==> src/hdl/eth_rx_pkg.sv <==
// ethernet receive definitions
package eth_rx_pkg;

  // one byte of the receive stream
  typedef logic [7:0] byte_t;

  // ethernet station address
  typedef logic [47:0] mac_addr_t;

  // ipv4 address
  typedef logic [31:0] ip_addr_t;

  // udp port number
  typedef logic [15:0] port_t;

  // byte index inside one layer, also used for lengths
  // 11 bits cover a full 1500 byte payload plus headers
  typedef logic [10:0] byte_count_t;

  // ethertype carried in frame bytes 12 and 13
  localparam logic [15:0] ethertype_ipv4 = 16'h0800;

  // ip protocol number for udp
  localparam byte_t ip_proto_udp = 8'd17;

  // version 4, five 32-bit words of header
  localparam byte_t ip_version_ihl = 8'h45;

  // dhcp replies land on the client port
  localparam port_t dhcp_client_port = 16'd68;

  // discovery traffic, lowest bit ignored so 1025 matches too
  localparam port_t discovery_port = 16'd1024;

  // header sizes per layer
  localparam byte_count_t eth_header_bytes = 11'd14;
  localparam byte_count_t ip_header_bytes = 11'd20;
  localparam byte_count_t udp_header_bytes = 11'd8;

  // all ones destination
  localparam mac_addr_t mac_broadcast = 48'hffff_ffff_ffff;

endpackage

==> src/hdl/eth_rx_top.sv <==
// ethernet udp receive path
`timescale 1ns/1ns

module eth_rx_top (
  input  logic                  clock,
  input  logic                  rst_n,
  input  logic                  rx_enable,
  input  eth_rx_pkg::byte_t     data,
  input  eth_rx_pkg::mac_addr_t local_mac,
  input  eth_rx_pkg::ip_addr_t  local_ip,
  output eth_rx_pkg::byte_t     payload_data,
  output logic                  payload_active,
  output logic                  dhcp_active,
  output eth_rx_pkg::port_t     to_port,
  output eth_rx_pkg::mac_addr_t dest_mac,
  output eth_rx_pkg::ip_addr_t  dest_ip,
  output eth_rx_pkg::port_t     dest_port,
  output logic                  dest_valid
);

  import eth_rx_pkg::*;

  // mac stage to ip stage
  logic      ip_enable;
  byte_t     ip_data;
  mac_addr_t remote_mac;
  logic      broadcast;

  // ip stage to udp stage
  logic      udp_enable;
  byte_t     udp_data;
  ip_addr_t  remote_ip;
  ip_addr_t  to_ip;

  // destination mac and ethertype filter, one clock of delay
  mac_recv u_mac_recv (
    .clock      (clock),
    .rst_n      (rst_n),
    .rx_enable  (rx_enable),
    .data       (data),
    .local_mac  (local_mac),
    .ip_enable  (ip_enable),
    .ip_data    (ip_data),
    .remote_mac (remote_mac),
    .broadcast  (broadcast)
  );

  // ipv4 header check, one more clock of delay
  ip_recv u_ip_recv (
    .clock      (clock),
    .rst_n      (rst_n),
    .ip_enable  (ip_enable),
    .ip_data    (ip_data),
    .udp_enable (udp_enable),
    .udp_data   (udp_data),
    .remote_ip  (remote_ip),
    .to_ip      (to_ip)
  );

  // port rules and payload marking
  udp_recv u_udp_recv (
    .clock                 (clock),
    .rst_n                 (rst_n),
    .udp_enable            (udp_enable),
    .broadcast             (broadcast),
    .udp_data              (udp_data),
    .to_ip                 (to_ip),
    .remote_ip             (remote_ip),
    .local_ip              (local_ip),
    .remote_mac            (remote_mac),
    .active                (payload_active),
    .dhcp_active           (dhcp_active),
    .payload_data          (payload_data),
    .to_port               (to_port),
    .udp_destination_ip    (dest_ip),
    .udp_destination_mac   (dest_mac),
    .udp_destination_port  (dest_port),
    .udp_destination_valid (dest_valid)
  );

endmodule

==> src/hdl/ip_recv.sv <==
// ipv4 header parser
`timescale 1ns/1ns

module ip_recv (
  input  logic                 clock,
  input  logic                 rst_n,
  input  logic                 ip_enable,
  input  eth_rx_pkg::byte_t    ip_data,
  output logic                 udp_enable,
  output eth_rx_pkg::byte_t    udp_data,
  output eth_rx_pkg::ip_addr_t remote_ip,
  output eth_rx_pkg::ip_addr_t to_ip
);

  import eth_rx_pkg::*;

  // header walk, pass the datagram on, or wait out a bad packet
  typedef enum logic [1:0] {
    st_header,
    st_pass,
    st_done
  } state_t;

  state_t      state;
  byte_count_t byte_no;
  logic        version_bad;
  logic        proto_bad;

  // byte 0 holds version and ihl, options are not supported
  assign version_bad = (byte_no == 11'd0) && (ip_data != ip_version_ihl);
  // byte 9 holds the protocol number
  assign proto_bad = (byte_no == 11'd9) && (ip_data != ip_proto_udp);

  // address capture
  always_ff @(posedge clock) begin
    if (ip_enable && state == st_header) begin
      if (byte_no >= 11'd12 && byte_no < 11'd16) begin
        // source address, bytes 12 to 15
        remote_ip <= {remote_ip[23:0], ip_data};
      end else if (byte_no >= 11'd16 && byte_no < 11'd20) begin
        // destination address, bytes 16 to 19
        // judged later by the udp stage
        to_ip <= {to_ip[23:0], ip_data};
      end
    end
  end

  // datagram bytes to the udp stage
  always_ff @(posedge clock) begin
    udp_data <= ip_data;
  end

  always_ff @(posedge clock) begin
    if (!rst_n) begin
      state      <= st_header;
      byte_no    <= '0;
      udp_enable <= 1'b0;
    end else begin
      // registered enable, ip byte 20 shows one clock later
      udp_enable <= ip_enable && (state == st_pass);
      if (!ip_enable) begin
        state   <= st_header;
        byte_no <= '0;
      end else if (state == st_header) begin
        byte_no <= byte_no + 11'd1;
        if (version_bad || proto_bad) begin
          // hold here until the mac stage ends the frame
          state <= st_done;
        end else if (byte_no == byte_count_t'(ip_header_bytes - 11'd1)) begin
          state <= st_pass;
        end
      end
    end
  end

endmodule

==> src/hdl/mac_recv.sv <==
// ethernet header filter
`timescale 1ns/1ns

module mac_recv (
  input  logic                  clock,
  input  logic                  rst_n,
  input  logic                  rx_enable,
  input  eth_rx_pkg::byte_t     data,
  input  eth_rx_pkg::mac_addr_t local_mac,
  output logic                  ip_enable,
  output eth_rx_pkg::byte_t     ip_data,
  output eth_rx_pkg::mac_addr_t remote_mac,
  output logic                  broadcast
);

  import eth_rx_pkg::*;

  // header walk, then either forward the rest or sit out the frame
  typedef enum logic [1:0] {
    st_header,
    st_pass,
    st_drop
  } state_t;

  state_t      state;
  byte_count_t byte_no;

  // destination address as it arrives, bytes 0 to 5
  mac_addr_t   dest_shift;
  // upper ethertype byte, frame byte 12
  byte_t       type_hi;
  logic        addr_ok;

  // accept our own address or the broadcast address
  assign addr_ok = (dest_shift == local_mac) || (dest_shift == mac_broadcast);

  // header fields, captured while the counter walks the header
  always_ff @(posedge clock) begin
    if (rx_enable && state == st_header) begin
      if (byte_no < 11'd6) begin
        dest_shift <= {dest_shift[39:0], data};
      end else if (byte_no < 11'd12) begin
        // source address becomes the reply address
        remote_mac <= {remote_mac[39:0], data};
      end else if (byte_no == 11'd12) begin
        type_hi <= data;
      end
    end
  end

  // byte stream to the ip stage, one clock behind data
  always_ff @(posedge clock) begin
    ip_data <= data;
  end

  always_ff @(posedge clock) begin
    if (!rst_n) begin
      state     <= st_header;
      byte_no   <= '0;
      broadcast <= 1'b0;
      ip_enable <= 1'b0;
    end else begin
      // ip stage sees byte 14 onward, until the frame gate drops
      ip_enable <= rx_enable && (state == st_pass);
      if (!rx_enable) begin
        // gap between frames, rearm for the next header
        state   <= st_header;
        byte_no <= '0;
      end else if (state == st_header) begin
        byte_no <= byte_no + 11'd1;
        // last header byte, decide on address and ethertype
        if (byte_no == byte_count_t'(eth_header_bytes - 11'd1)) begin
          broadcast <= (dest_shift == mac_broadcast);
          if (addr_ok && ({type_hi, data} == ethertype_ipv4)) begin
            state <= st_pass;
          end else begin
            state <= st_drop;
          end
        end
      end
    end
  end

endmodule

==> src/hdl/udp_recv.sv <==
// udp header parser and payload gate
`timescale 1ns/1ns

module udp_recv (
  input  logic                  clock,
  input  logic                  rst_n,
  input  logic                  udp_enable,
  input  logic                  broadcast,
  input  eth_rx_pkg::byte_t     udp_data,
  input  eth_rx_pkg::ip_addr_t  to_ip,
  input  eth_rx_pkg::ip_addr_t  remote_ip,
  input  eth_rx_pkg::ip_addr_t  local_ip,
  input  eth_rx_pkg::mac_addr_t remote_mac,
  output logic                  active,
  output logic                  dhcp_active,
  output eth_rx_pkg::byte_t     payload_data,
  output eth_rx_pkg::port_t     to_port,
  output eth_rx_pkg::ip_addr_t  udp_destination_ip,
  output eth_rx_pkg::mac_addr_t udp_destination_mac,
  output eth_rx_pkg::port_t     udp_destination_port,
  output logic                  udp_destination_valid
);

  import eth_rx_pkg::*;

  typedef enum logic [2:0] {
    st_idle,
    st_port,
    st_verify,
    st_payload,
    st_done
  } state_t;

  state_t      state;
  byte_count_t byte_no;
  byte_count_t packet_len;
  byte_t       len_hi;
  port_t       remote_port;
  logic        dhcp_flag;

  // payload goes straight through, the state only marks it
  assign payload_data = udp_data;
  assign active       = udp_enable && (state == st_payload) && !dhcp_flag;
  assign dhcp_active  = udp_enable && (state == st_payload) && dhcp_flag;

  // header fields and reply address
  always_ff @(posedge clock) begin
    if (udp_enable) begin
      if (state == st_idle) begin
        remote_port[15:8] <= udp_data;
      end else if (state == st_port) begin
        remote_port[7:0] <= udp_data;
      end else if (state == st_verify) begin
        case (byte_no)
          11'd2: to_port[15:8] <= udp_data;
          11'd3: to_port[7:0] <= udp_data;
          11'd4: len_hi <= udp_data;
          11'd5: packet_len <= {len_hi[2:0], udp_data};
          11'd6: begin
            // loaded one byte early so it is valid alongside the strobe
            udp_destination_mac  <= remote_mac;
            udp_destination_ip   <= remote_ip;
            udp_destination_port <= remote_port;
          end
          default: ;
        endcase
      end
    end
  end

  always_ff @(posedge clock) begin
    if (!rst_n) begin
      state                 <= st_idle;
      byte_no               <= '0;
      dhcp_flag             <= 1'b0;
      udp_destination_valid <= 1'b0;
    end else begin
      // single cycle notice, high while byte 7 is on udp_data
      udp_destination_valid <= 1'b0;
      if (!udp_enable) begin
        state   <= st_idle;
        byte_no <= '0;
      end else begin
        if (state != st_done) begin
          byte_no <= byte_no + 11'd1;
        end
        case (state)
          st_idle: begin
            dhcp_flag <= 1'b0;
            state     <= st_port;
          end
          st_port: state <= st_verify;
          st_verify: begin
            if (byte_no == 11'd4) begin
              // dhcp first, then discovery broadcast, then unicast to us
              if (to_port == dhcp_client_port) begin
                dhcp_flag <= 1'b1;
              end else if (broadcast) begin
                if (to_port[15:1] != discovery_port[15:1]) state <= st_done;
              end else if (to_ip != local_ip) begin
                state <= st_done;
              end
            end
            // length shorter than the header itself
            if (byte_no == 11'd5 && {len_hi, udp_data} < 16'(udp_header_bytes)) begin
              state <= st_done;
            end
            if (byte_no == 11'd6) udp_destination_valid <= 1'b1;
            // checksum skipped, payload starts with byte 8
            if (byte_no == 11'd7) begin
              state <= (packet_len == udp_header_bytes) ? st_done : st_payload;
            end
          end
          st_payload: begin
            // stop at the udp length so ethernet padding is not passed on
            if (byte_no == packet_len - 11'd1) state <= st_done;
          end
          default: state <= st_done;
        endcase
      end
    end
  end

endmodule

==> config.mk <==
export PLATFORM = sky130hd
export DESIGN_NAME = eth_rx_top
export DESIGN_NICKNAME = d
export VERILOG_FILES = /design/src/hdl/eth_rx_pkg.sv /design/src/hdl/eth_rx_top.sv /design/src/hdl/ip_recv.sv /design/src/hdl/mac_recv.sv /design/src/hdl/udp_recv.sv
export SDC_FILE = /design/constraint.sdc
export NUM_CORES = 1
export LEC_CHECK = 0
export BUFFER_PORTS_ARGS = -buffer_cell sky130_fd_sc_hd__buf_4
export CAP_MARGIN = 20
export CORE_UTILIZATION = 35
export CTS_CLUSTER_SIZE = 25
export DETAILED_ROUTE_END_ITERATION = 10
export PLACE_DENSITY = 0.6
export SLEW_MARGIN = 20
export SYNTH_ARGS = -nofsm -noshare
export SYNTH_HDL_FRONTEND = slang
export SYNTH_HIERARCHICAL = 1
export SYNTH_SLANG_ARGS = --single-unit
==> constraint.sdc <==
create_clock -name clock -period 6.3 [get_ports clock]
set_input_delay 0.63 -clock clock [delete_from_list [all_inputs] [get_ports clock]]
set_output_delay 0.63 -clock clock [all_outputs]
set_load 0.02 [all_outputs]
==> reports/results.tsv, run 1 <==
metric	value	unit
status	finished, final reports clean	
Worst Hold Depth	1	
crit-path max cell delay	0.68	ns
setup_tns	0	ns
fin nets	1160	
Crit path arrival time	3.03	ns
Yosys top cell area share	69.1	%
antenna violations before repair	0	
crit path cell chain	nor4_1, and2_1, nand2_1, nor2_1, and2_4, buf_4	
gr ovfl total	0	
Setup Buffers After CTS	0	
Async S/R FF share, synth	0	%
most numerous cell in the Yosys netlist	edfxtp_1	
I/O pins	214	
Final Routed Wirelength	29100	um
Post-DP Area	15900	sq um
largest area contributor in the netlist	edfxtp_1	
CTS clk-pin slew, worst paths	0.06	ns
slew margin rel.	43.7	%
Worst EP required	6.44	ns
slowest library cell on the worst path	buf_4	
die height	200	um
Cell Count Post-Placement	1536	
synthesis warning total	6	
Post-CTS Resized	0	
vias	7496	
GP Congestion	0.872	
Layout area overhead	25.6	%
Avg Vias per Cell	4.67	
CTS Hold Bufs	0	
pwr dens	301	nW/um^2
Mapped Avg Cell Area	16.7	sq um
starting DRC count in detailed routing	420	
layout cells sized above 1	27.6	%
register area	10700	sq um
Synth Instances	818	
crit start category	register	
Pins Over Slew Limit	0	
H-tree depth	2	
Final Instance Area	17200	sq um
Crit Path Class	register to register	
Post-synth top cells	edfxtp_1, xnor2_1, dfxtp_1, xor2_1, nor2_1	
Initial Utilization	35.4	%
Tmin final	2.89	ns
CP max FO	59	
Worst-Skew Late Latency	0.52	ns
FMAX	346	MHz
CTS root buffer	clkbuf_16	
Hold WC Path Type	input port to register	
DRT Pass-1 Iters	6	
CP endpoint kind	register	
Post-synth EDFFs	315	
ant diodes	0	
Mapped Nets	920	
final-report setup violation count	0	
post-synthesis cell type count	59	
final period utilization	45.9	%
maxcap violations	0	
Worst Tran Pin Value	0.836	ns
DRC Markers	0	
CTS max path bufs	3	
drt wl/cell	18.1	um
number of synthesized register bits	376	
Hold Vio Cnt, Final	0	
number of global-route vias before repair	7386	
clock skew	0.0185	ns
Total GRT Usage	14.6	%
largest net degree at the start of global routing	60	
Die ar.	39900	sq um
R2R cell count	6	
FP Rows	72	
fill cell count	3370	
largest cells by area after synthesis	edfxtp_1, dfxtp_1, xnor2_1	
Synth Flop Type	edfxtp_1	
register area share after synthesis	78.0	%
P_leak	5.89	nW
first-pass GRT wire length	43500	um
multi-input logic area	2870	sq um
Die W	200	um
maximum vdd drop	0.000162	V
mapped cell area	13700	sq um
detailed placement HPWL	20600	um
ANT nets after route	0	
Port-buffer cells	213	
Core Area	38600	sq um
CTS tree	built	
CTS Sinks	376	
non-filler cells, final	1604	
TritonCTS buffer count	38	
RSZ-0062 raised after global routing	false	
sequential cells by signal, indices dropped and copies added, names as in the netlist, 16 cells and up:
name                             flops
u_udp_recv/remote_port              16
u_udp_recv/udp_destination_port     16
u_ip_recv/to_ip                     32
u_mac_recv/dest_shift               48
u_ip_recv/remote_ip                 32
u_udp_recv/udp_destination_ip       32
u_mac_recv/remote_mac               48
u_udp_recv/udp_destination_mac      48
u_udp_recv/to_port                  16
per-stage QoR:
step           hold slack, ns  util [%]  setup WS [ns]  power, mW
2_1_floorplan           0.358         -           1.42       2.82
3_3_place_gp            0.401      41.1           3.41       2.91
4_1_cts                 0.233      44.5           3.39       5.25
5_1_grt                 0.233      44.5           3.19       5.35
3_5_place_dp            0.405      41.1           3.40       2.91
6_report                0.259      44.5           3.41       5.18
layer usage:
layer  track usage, %  wire, um  vias to the layer above
met2             22.8     13400                      206
met4             5.15       703                        0
met5                0         0                        -
met3             2.34      1360                       44
li1                 -         -                     3575
met1             20.8     13700                     3671
path summary, 6_finish.rpt:
kind                                                          from                                          end  slack [ns]
worst min register to register       u_mac_recv/ip_data[7]$_DFF_P_                u_ip_recv/udp_data[7]$_DFF_P_        0.41
worst max-delay path            u_udp_recv/byte_no[6]$_SDFFE_PN0P_  u_udp_recv/udp_destination_mac[0]$_DFFE_PP_        3.41
worst min-delay path                                       data[0]                u_mac_recv/ip_data[0]$_DFF_P_        0.26
worst max register to register  u_udp_recv/byte_no[6]$_SDFFE_PN0P_  u_udp_recv/udp_destination_mac[0]$_DFFE_PP_        3.41
kinds of logic (layout without fill, tap and decap cells):
group	Yosys count	count (layout)	share of synthesized area [%]
DFF	376	376	78.0
and+or+nand+nor	242	242	10.4
xor gates and xnor gates	117	117	7.49
AOI/OAI and AO/OA	37	37	1.80
buffers and inverters	34	302	1.20
adders and majority gates	11	11	1.01
muxes	1	1	0.0823
worst max-delay path: cells and delay by family (launching register included):
kind	cells	cell delay, ns
flip-flops	1	0.36
AND/OR/NAND/NOR	5	1.39
buffers and inverters	1	0.68
power breakdown:
part	switching [mW]	internal (mW)
logic	0.0512	0.0685
registers	0.0354	2.70
clock network	0.912	1.42
total	0.998	4.18
cell type report:
class | instances | share of cell area (%)
Clock inverter | 27 | 1.83
Multi-Input combinational cell | 408 | 16.7
Clock buffer | 41 | 5.72
Sequential cell | 376 | 62.1
Tap cell | 518 | 3.77
Inverter | 15 | 0.327
Timing Repair Buffer | 219 | 9.56
layout by cell type (no fill, tap or decap), drive strengths merged, types with 3 or more instances in the layout:
cell type / count
edfxtp: 315
buf: 219
xnor2: 69
dfxtp: 61
xor2: 48
nor2: 45
nand4: 42
clkbuf: 41
nand2: 34
nor4: 31
nor3: 17
inv: 16
clkinv: 16
a21oi: 15
nand3: 14
and3: 12
ha: 11
or3: 8
o21ai: 8
bufinv: 7
and2: 7
nor3b: 7
or4: 5
nor4bb: 4
clkinvlp: 3
nand4b: 3
o31ai: 3
or3b: 3
(Power assumes the default switching activity.)
==> inputs of run 2 (changes only) <==
PLACE_DENSITY = 0.62   (was 0.6)
clock period = 2.47 ns   (was 6.3 ns; I/O delays follow)
==> reports/results.tsv, run 2 (same netlist as run 1, synthesis figures left out) <==
metric	value	unit	change
status	finished, final reports clean		
Die W	200	um	unchanged
Pins Over Slew Limit	0		unchanged
CTS root buffer	clkbuf_16		
CTS Sinks	376		unchanged
I/O pins	214		unchanged
gr ovfl total	0		unchanged
Layout area overhead	27.7	%	
maximum vdd drop	0.000352	V	+120%
commonest non-fill, non-tap cells in the layout	edfxtp_1, buf_4, xnor2_1		
multi-input logic area	2880	sq um	+0.44%
Hold WC Path Type	input port to register		
register area	10700	sq um	about the same
CTS clk-pin slew, worst paths	0.06	ns	about the same
Die ar.	39900	sq um	unchanged
Port-buffer cells	213		unchanged
Avg Vias per Cell	4.68		about the same
Crit Path Class	register to register		
final period utilization	93.3	%	+47 points
FMAX	434	MHz	+25%
TritonCTS buffer count	40		+5.3%
crit start category	register		
Initial Utilization	35.4	%	unchanged
setup_tns	0	ns	unchanged
FP Rows	72		unchanged
Total GRT Usage	15.0	%	+0.37 points
pwr dens	749	nW/um^2	+150%
GP Congestion	0.883		+1.3%
first-pass GRT wire length	44800	um	+2.9%
H-tree depth	2		unchanged
layout cells sized above 1	28.4	%	+0.78 points
clock skew	0.0266	ns	+0.00819 ns
die height	200	um	unchanged
biggest regs	u_mac_recv/dest_shift x48, u_mac_recv/remote_mac x48, u_udp_recv/udp_destination_mac x48		
commonest non-fill, non-tap cell in the layout	edfxtp_1		
final-report setup violation count	0		unchanged
Tmin final	2.31	ns	-0.586 ns
crit-path max cell delay	0.52	ns	-0.16 ns
crit path cell chain	inv_1, ha_2, or3b_4, or4_4, o211ai_2, nor2_2, o31ai_4, nor3b_2		
largest net degree at the start of global routing	49		-18%
DRC Markers	0		unchanged
Crit path arrival time	2.75	ns	-0.28 ns
RSZ-0062 raised after global routing	false		
fin nets	1189		+2.5%
Core Area	38600	sq um	unchanged
CTS max path bufs	3		unchanged
detailed placement HPWL	21200	um	+3.1%
non-filler cells, final	1634		+1.9%
P_leak	6.02	nW	+2.3%
CP max FO	3		-95%
number of global-route vias before repair	7475		+1.2%
Hold Vio Cnt, Final	0		unchanged
slew margin rel.	64.2	%	+20 points
maxcap violations	0		unchanged
ant diodes	0		unchanged
final core utilization	45.2	%	+0.73 points
Worst EP required	2.91	ns	-3.53 ns
slowest library cell on the worst path	or4_4		
CTS tree	built		
Worst Tran Pin Value	0.532	ns	-0.304 ns
Cell Count Post-Placement	1554		+1.2%
Hold WS	0.0409	ns	-0.218 ns
drt wl/cell	18.3	um	+0.87%
Design Power	13.1	mW	+150%
Worst-Skew Late Latency	0.54	ns	+0.02 ns
Final Routed Wirelength	29900	um	+2.8%
vias	7643		+2.0%
ANT nets after route	0		unchanged
antenna violations before repair	0		unchanged
DRT Pass-1 Iters	4		-2
fill cell count	3350		-0.59%
starting DRC count in detailed routing	432		+2.9%
CP endpoint kind	register		
==> run 2: cell count changes in the layout (fill, tap and decap cells not counted), sizes merged <==
cell / change
buf: +19
bufinv: -3
inv: +1
clkinv: -4
clkbuf: +12
clkinvlp: -3
dlygate4sd3: +8
==> run 2: metrics by stage <==
stage               area (sq um)  worst slack, ns
global placement           16100            0.108
finish                     17500            0.164
detailed placement         16100           0.0594
global route               17500           0.0527
CTS                        17500           0.0280
floorplan                  13700           -0.102
==> run 2: final cells by class <==
cell class | instances | area share (%)
flip-flops and latches | 376 | 61.1
well taps | 518 | 3.71
multi-input cells | 408 | 16.5
clock buffers | 53 | 6.06
repair buffers | 246 | 11.1
inverters | 15 | 0.322
clock inverters | 18 | 1.17
==> run 2: worst paths after layout <==
check	end	startpoint	cells past startpoint	slack, ns
setup / recovery	u_udp_recv/state[2]$_SDFFE_PN0P_	u_udp_recv/packet_len[1]$_DFFE_PP_	8	0.16
hold / removal	u_mac_recv/broadcast$_SDFFE_PN0P_	rst_n	2	0.04
setup reg to reg	u_udp_recv/state[2]$_SDFFE_PN0P_	u_udp_recv/packet_len[1]$_DFFE_PP_	8	0.16
hold reg to reg	u_ip_recv/udp_data[7]$_DFF_P_	u_mac_recv/ip_data[7]$_DFF_P_	0	0.39
==> run 2: repair_timing <==
item                       4_1_cts  5_1_grt
hold buffers                     8        0
setup endpoints to repair        0        3
resized for setup                0        2
buffers inserted                 0        1
hold endpoints to repair        32        0
==> run 2: power by group <==
part | switching, mW | internal (mW)
clock | 2.35 | 3.45
sequential | 0.0789 | 6.88
combinational | 0.148 | 0.192
total | 2.57 | 10.5
==> run 2: routing by layer <==
metal,wire length (um),up-vias,track usage (%)
met1,13800,3737,21.0
met4,583,0,4.30
li1,-,3635,-
met2,13900,227,23.8
met5,0,-,0
met3,1620,44,2.87
==> run 2: critical path: cells and delay by family (launching register included) <==
kind | cells | cell delay (ns)
flops | 1 | 0.41
simple gates | 4 | 1.17
compound gates | 2 | 0.34
buf+inv | 1 | 0.10
fa+ha+maj | 1 | 0.20
==> inputs of run 3 (changes only) <==
MAX_ROUTING_LAYER = met4   (was unset)
==> reports/results.tsv, run 3 (same netlist as run 1, synthesis figures left out) <==
metric	value	unit	change
status	finished, final reports clean		
first-pass GRT wire length	44200	um	-1.4%
Total GRT Usage	15.3	%	+0.28 points
RSZ-0062 raised after global routing	false		
Hold WC Path Type	input port to register		
gr ovfl total	0		unchanged
fin nets	1197		+0.67%
DRC Markers	0		unchanged
internal power	10.3	mW	-2.6%
H-tree depth	2		unchanged
Clk pwr share	42.9	%	-1.3 points
non-filler cells, final	1640		+0.37%
Crit path arrival time	2.75	ns	about the same
worst setup margin	0.178	ns	+0.0141 ns
Hold Vio Cnt, Final	0		unchanged
Die ar.	39900	sq um	unchanged
I/O pins	214		unchanged
biggest regs	u_mac_recv/dest_shift x48, u_mac_recv/remote_mac x48, u_udp_recv/udp_destination_mac x48		
Combinational Power Share	2.7	%	about the same
Tmin final	2.29	ns	-0.0141 ns
Initial Utilization	35.4	%	unchanged
CTS tree	built		
crit-path max cell delay	0.53	ns	about the same
CTS Sinks	376		unchanged
die height	200	um	unchanged
CP max FO	3		unchanged
Design Power	12.8	mW	-2.3%
crit start category	register		
Final Instance Area	17500	sq um	about the same
GP Congestion	0.887		+0.35%
Pins Over Slew Limit	0		unchanged
ant diodes	0		unchanged
CTS max path bufs	3		unchanged
Crit Path Class	register to register		
Worst-Skew Late Latency	0.54	ns	about the same
pwr dens	732	nW/um^2	-2.3%
antenna violations before repair	1		+1
Flop pwr share	54.4	%	+1.2 points
commonest non-fill, non-tap cells in the layout	edfxtp_1, buf_4, xnor2_1		
Worst Tran Pin Value	0.591	ns	+0.0590 ns
Cell Count Post-Placement	1557		+0.19%
largest net degree at the start of global routing	49		unchanged
Port-buffer cells	213		unchanged
vias	7730		+1.1%
drt wl/cell	18.1	um	-1.0%
CTS root buffer	clkbuf_16		
detailed placement HPWL	21000	um	-0.83%
clock skew	0.0206	ns	-0.00606 ns
TritonCTS buffer count	39		-2.5%
DRT Pass-1 Iters	5		+1
CP endpoint kind	register		
final period utilization	92.8	%	-0.57 points
crit path cell chain	inv_1, ha_2, or3b_4, or4_4, o211ai_2, nor2_2, o31ai_4, nor3b_2		
final-report setup violation count	0		unchanged
Core Area	38600	sq um	unchanged
Die W	200	um	unchanged
maximum vdd drop	0.000371	V	+5.5%
Avg Vias per Cell	4.71		+0.77%
layout cells sized above 1	29.1	%	+0.74 points
pre-CTS WS	0.0483	ns	-0.0112 ns
Final Routed Wirelength	29700	um	-0.66%
Net Sw Power	2.54	mW	-1.1%
FMAX	436	MHz	+0.61%
P_leak	6.04	nW	+0.32%
slowest library cell on the worst path	or4_4		
slew margin rel.	60.2	%	-4.0 points
commonest non-fill, non-tap cell in the layout	edfxtp_1		
starting DRC count in detailed routing	526		+22%
FP Rows	72		unchanged
Worst EP required	2.93	ns	+0.02 ns
maxcap violations	0		unchanged
number of global-route vias before repair	7555		+1.1%
CTS clk-pin slew, worst paths	0.06	ns	about the same
Post-DP Area	16100	sq um	+0.14%
Layout area overhead	27.7	%	about the same
Sw Ratio	19.9	%	+0.23 points
ANT nets after route	0		unchanged
-- run 3: cell types whose count changed in the layout (fill, tap and decap cells not counted), moves of 2 or more --
cell,delta
clkbuf_1,-2
clkinv_2,+2
buf_4,+9
bufinv_16,-3
-- run 3: worst paths after layout --
path,start,end,slack (ns),cells past startpoint
worst max-delay path,u_udp_recv/packet_len[1]$_DFFE_PP_,u_udp_recv/state[2]$_SDFFE_PN0P_,0.18,8
worst min register to register,u_mac_recv/ip_data[7]$_DFF_P_,u_ip_recv/udp_data[7]$_DFF_P_,0.41,0
worst min-delay path,rst_n,u_mac_recv/broadcast$_SDFFE_PN0P_,0.04,2
worst max register to register,u_udp_recv/packet_len[1]$_DFFE_PP_,u_udp_recv/state[2]$_SDFFE_PN0P_,0.18,8
-- run 3: worst max-delay path, delay by kind of cell, from the launching register on --
family / cells / cell delay (ns)
AND/OR/NAND/NOR: 4 / 1.19
flip-flops: 1 / 0.39
adder cells (fa/ha/maj): 1 / 0.20
AO/OA/AOI/OAI: 2 / 0.35
buffers and inverters: 1 / 0.09
-- run 3: metal layers --
metal	up-vias	share of wire (%)	track usage, %
li1	3652	-	-
met1	3809	46	20.6
met2	224	47	23.6
met3	45	4.9	2.45
met4	0	2.6	5.20
met5	-	0	-
-- run 3: power by group through the flow --
| stage | Sequential (mW) | Clock, mW | Combinational (mW) |
|---|---|---|---|
| 5_1_grt | 6.96 | 5.89 | 0.370 |
| 2_1_floorplan | 7.06 | 0 | 0.137 |
| 4_1_cts | 6.96 | 5.65 | 0.346 |
| 3_3_place_gp | 7.09 | 0 | 0.331 |
| 3_5_place_dp | 7.09 | 0 | 0.333 |
| 6_report | 6.96 | 5.49 | 0.341 |
-- run 3: what timing repair did --
| action | in CTS | in global routing |
|---|---|---|
| resized for setup | 0 | 3 |
| endpoints found under the setup margin | 0 | 24 |
| hold endpoints to repair | 32 | 0 |
| setup buffers | 0 | 7 |
| hold buffers | 8 | 0 |
-- run 3: final cells by class --
type | instances | area (sq um)
fill | 3383 | 21200
sequential | 376 | 10700
multi-input combinational | 408 | 2890
timing repair buffer | 255 | 2010
clock buffer | 52 | 1080
tap | 518 | 648
clock inverter | 16 | 120
inverter | 15 | 56.3
-- run 3: per-stage QoR --
| step | setup TNS, ns | hold slack [ns] | utilization [%] |
|---|---|---|---|
| after floorplan | -9.78 | 0.275 | - |
| after global placement | 0 | 0.398 | 41.8 |
| after detailed placement | 0 | 0.400 | 41.8 |
| after CTS | 0 | 0.0322 | 45.1 |
| after global routing | 0 | 0.0470 | 45.2 |
| final | 0 | 0.0382 | 45.2 |
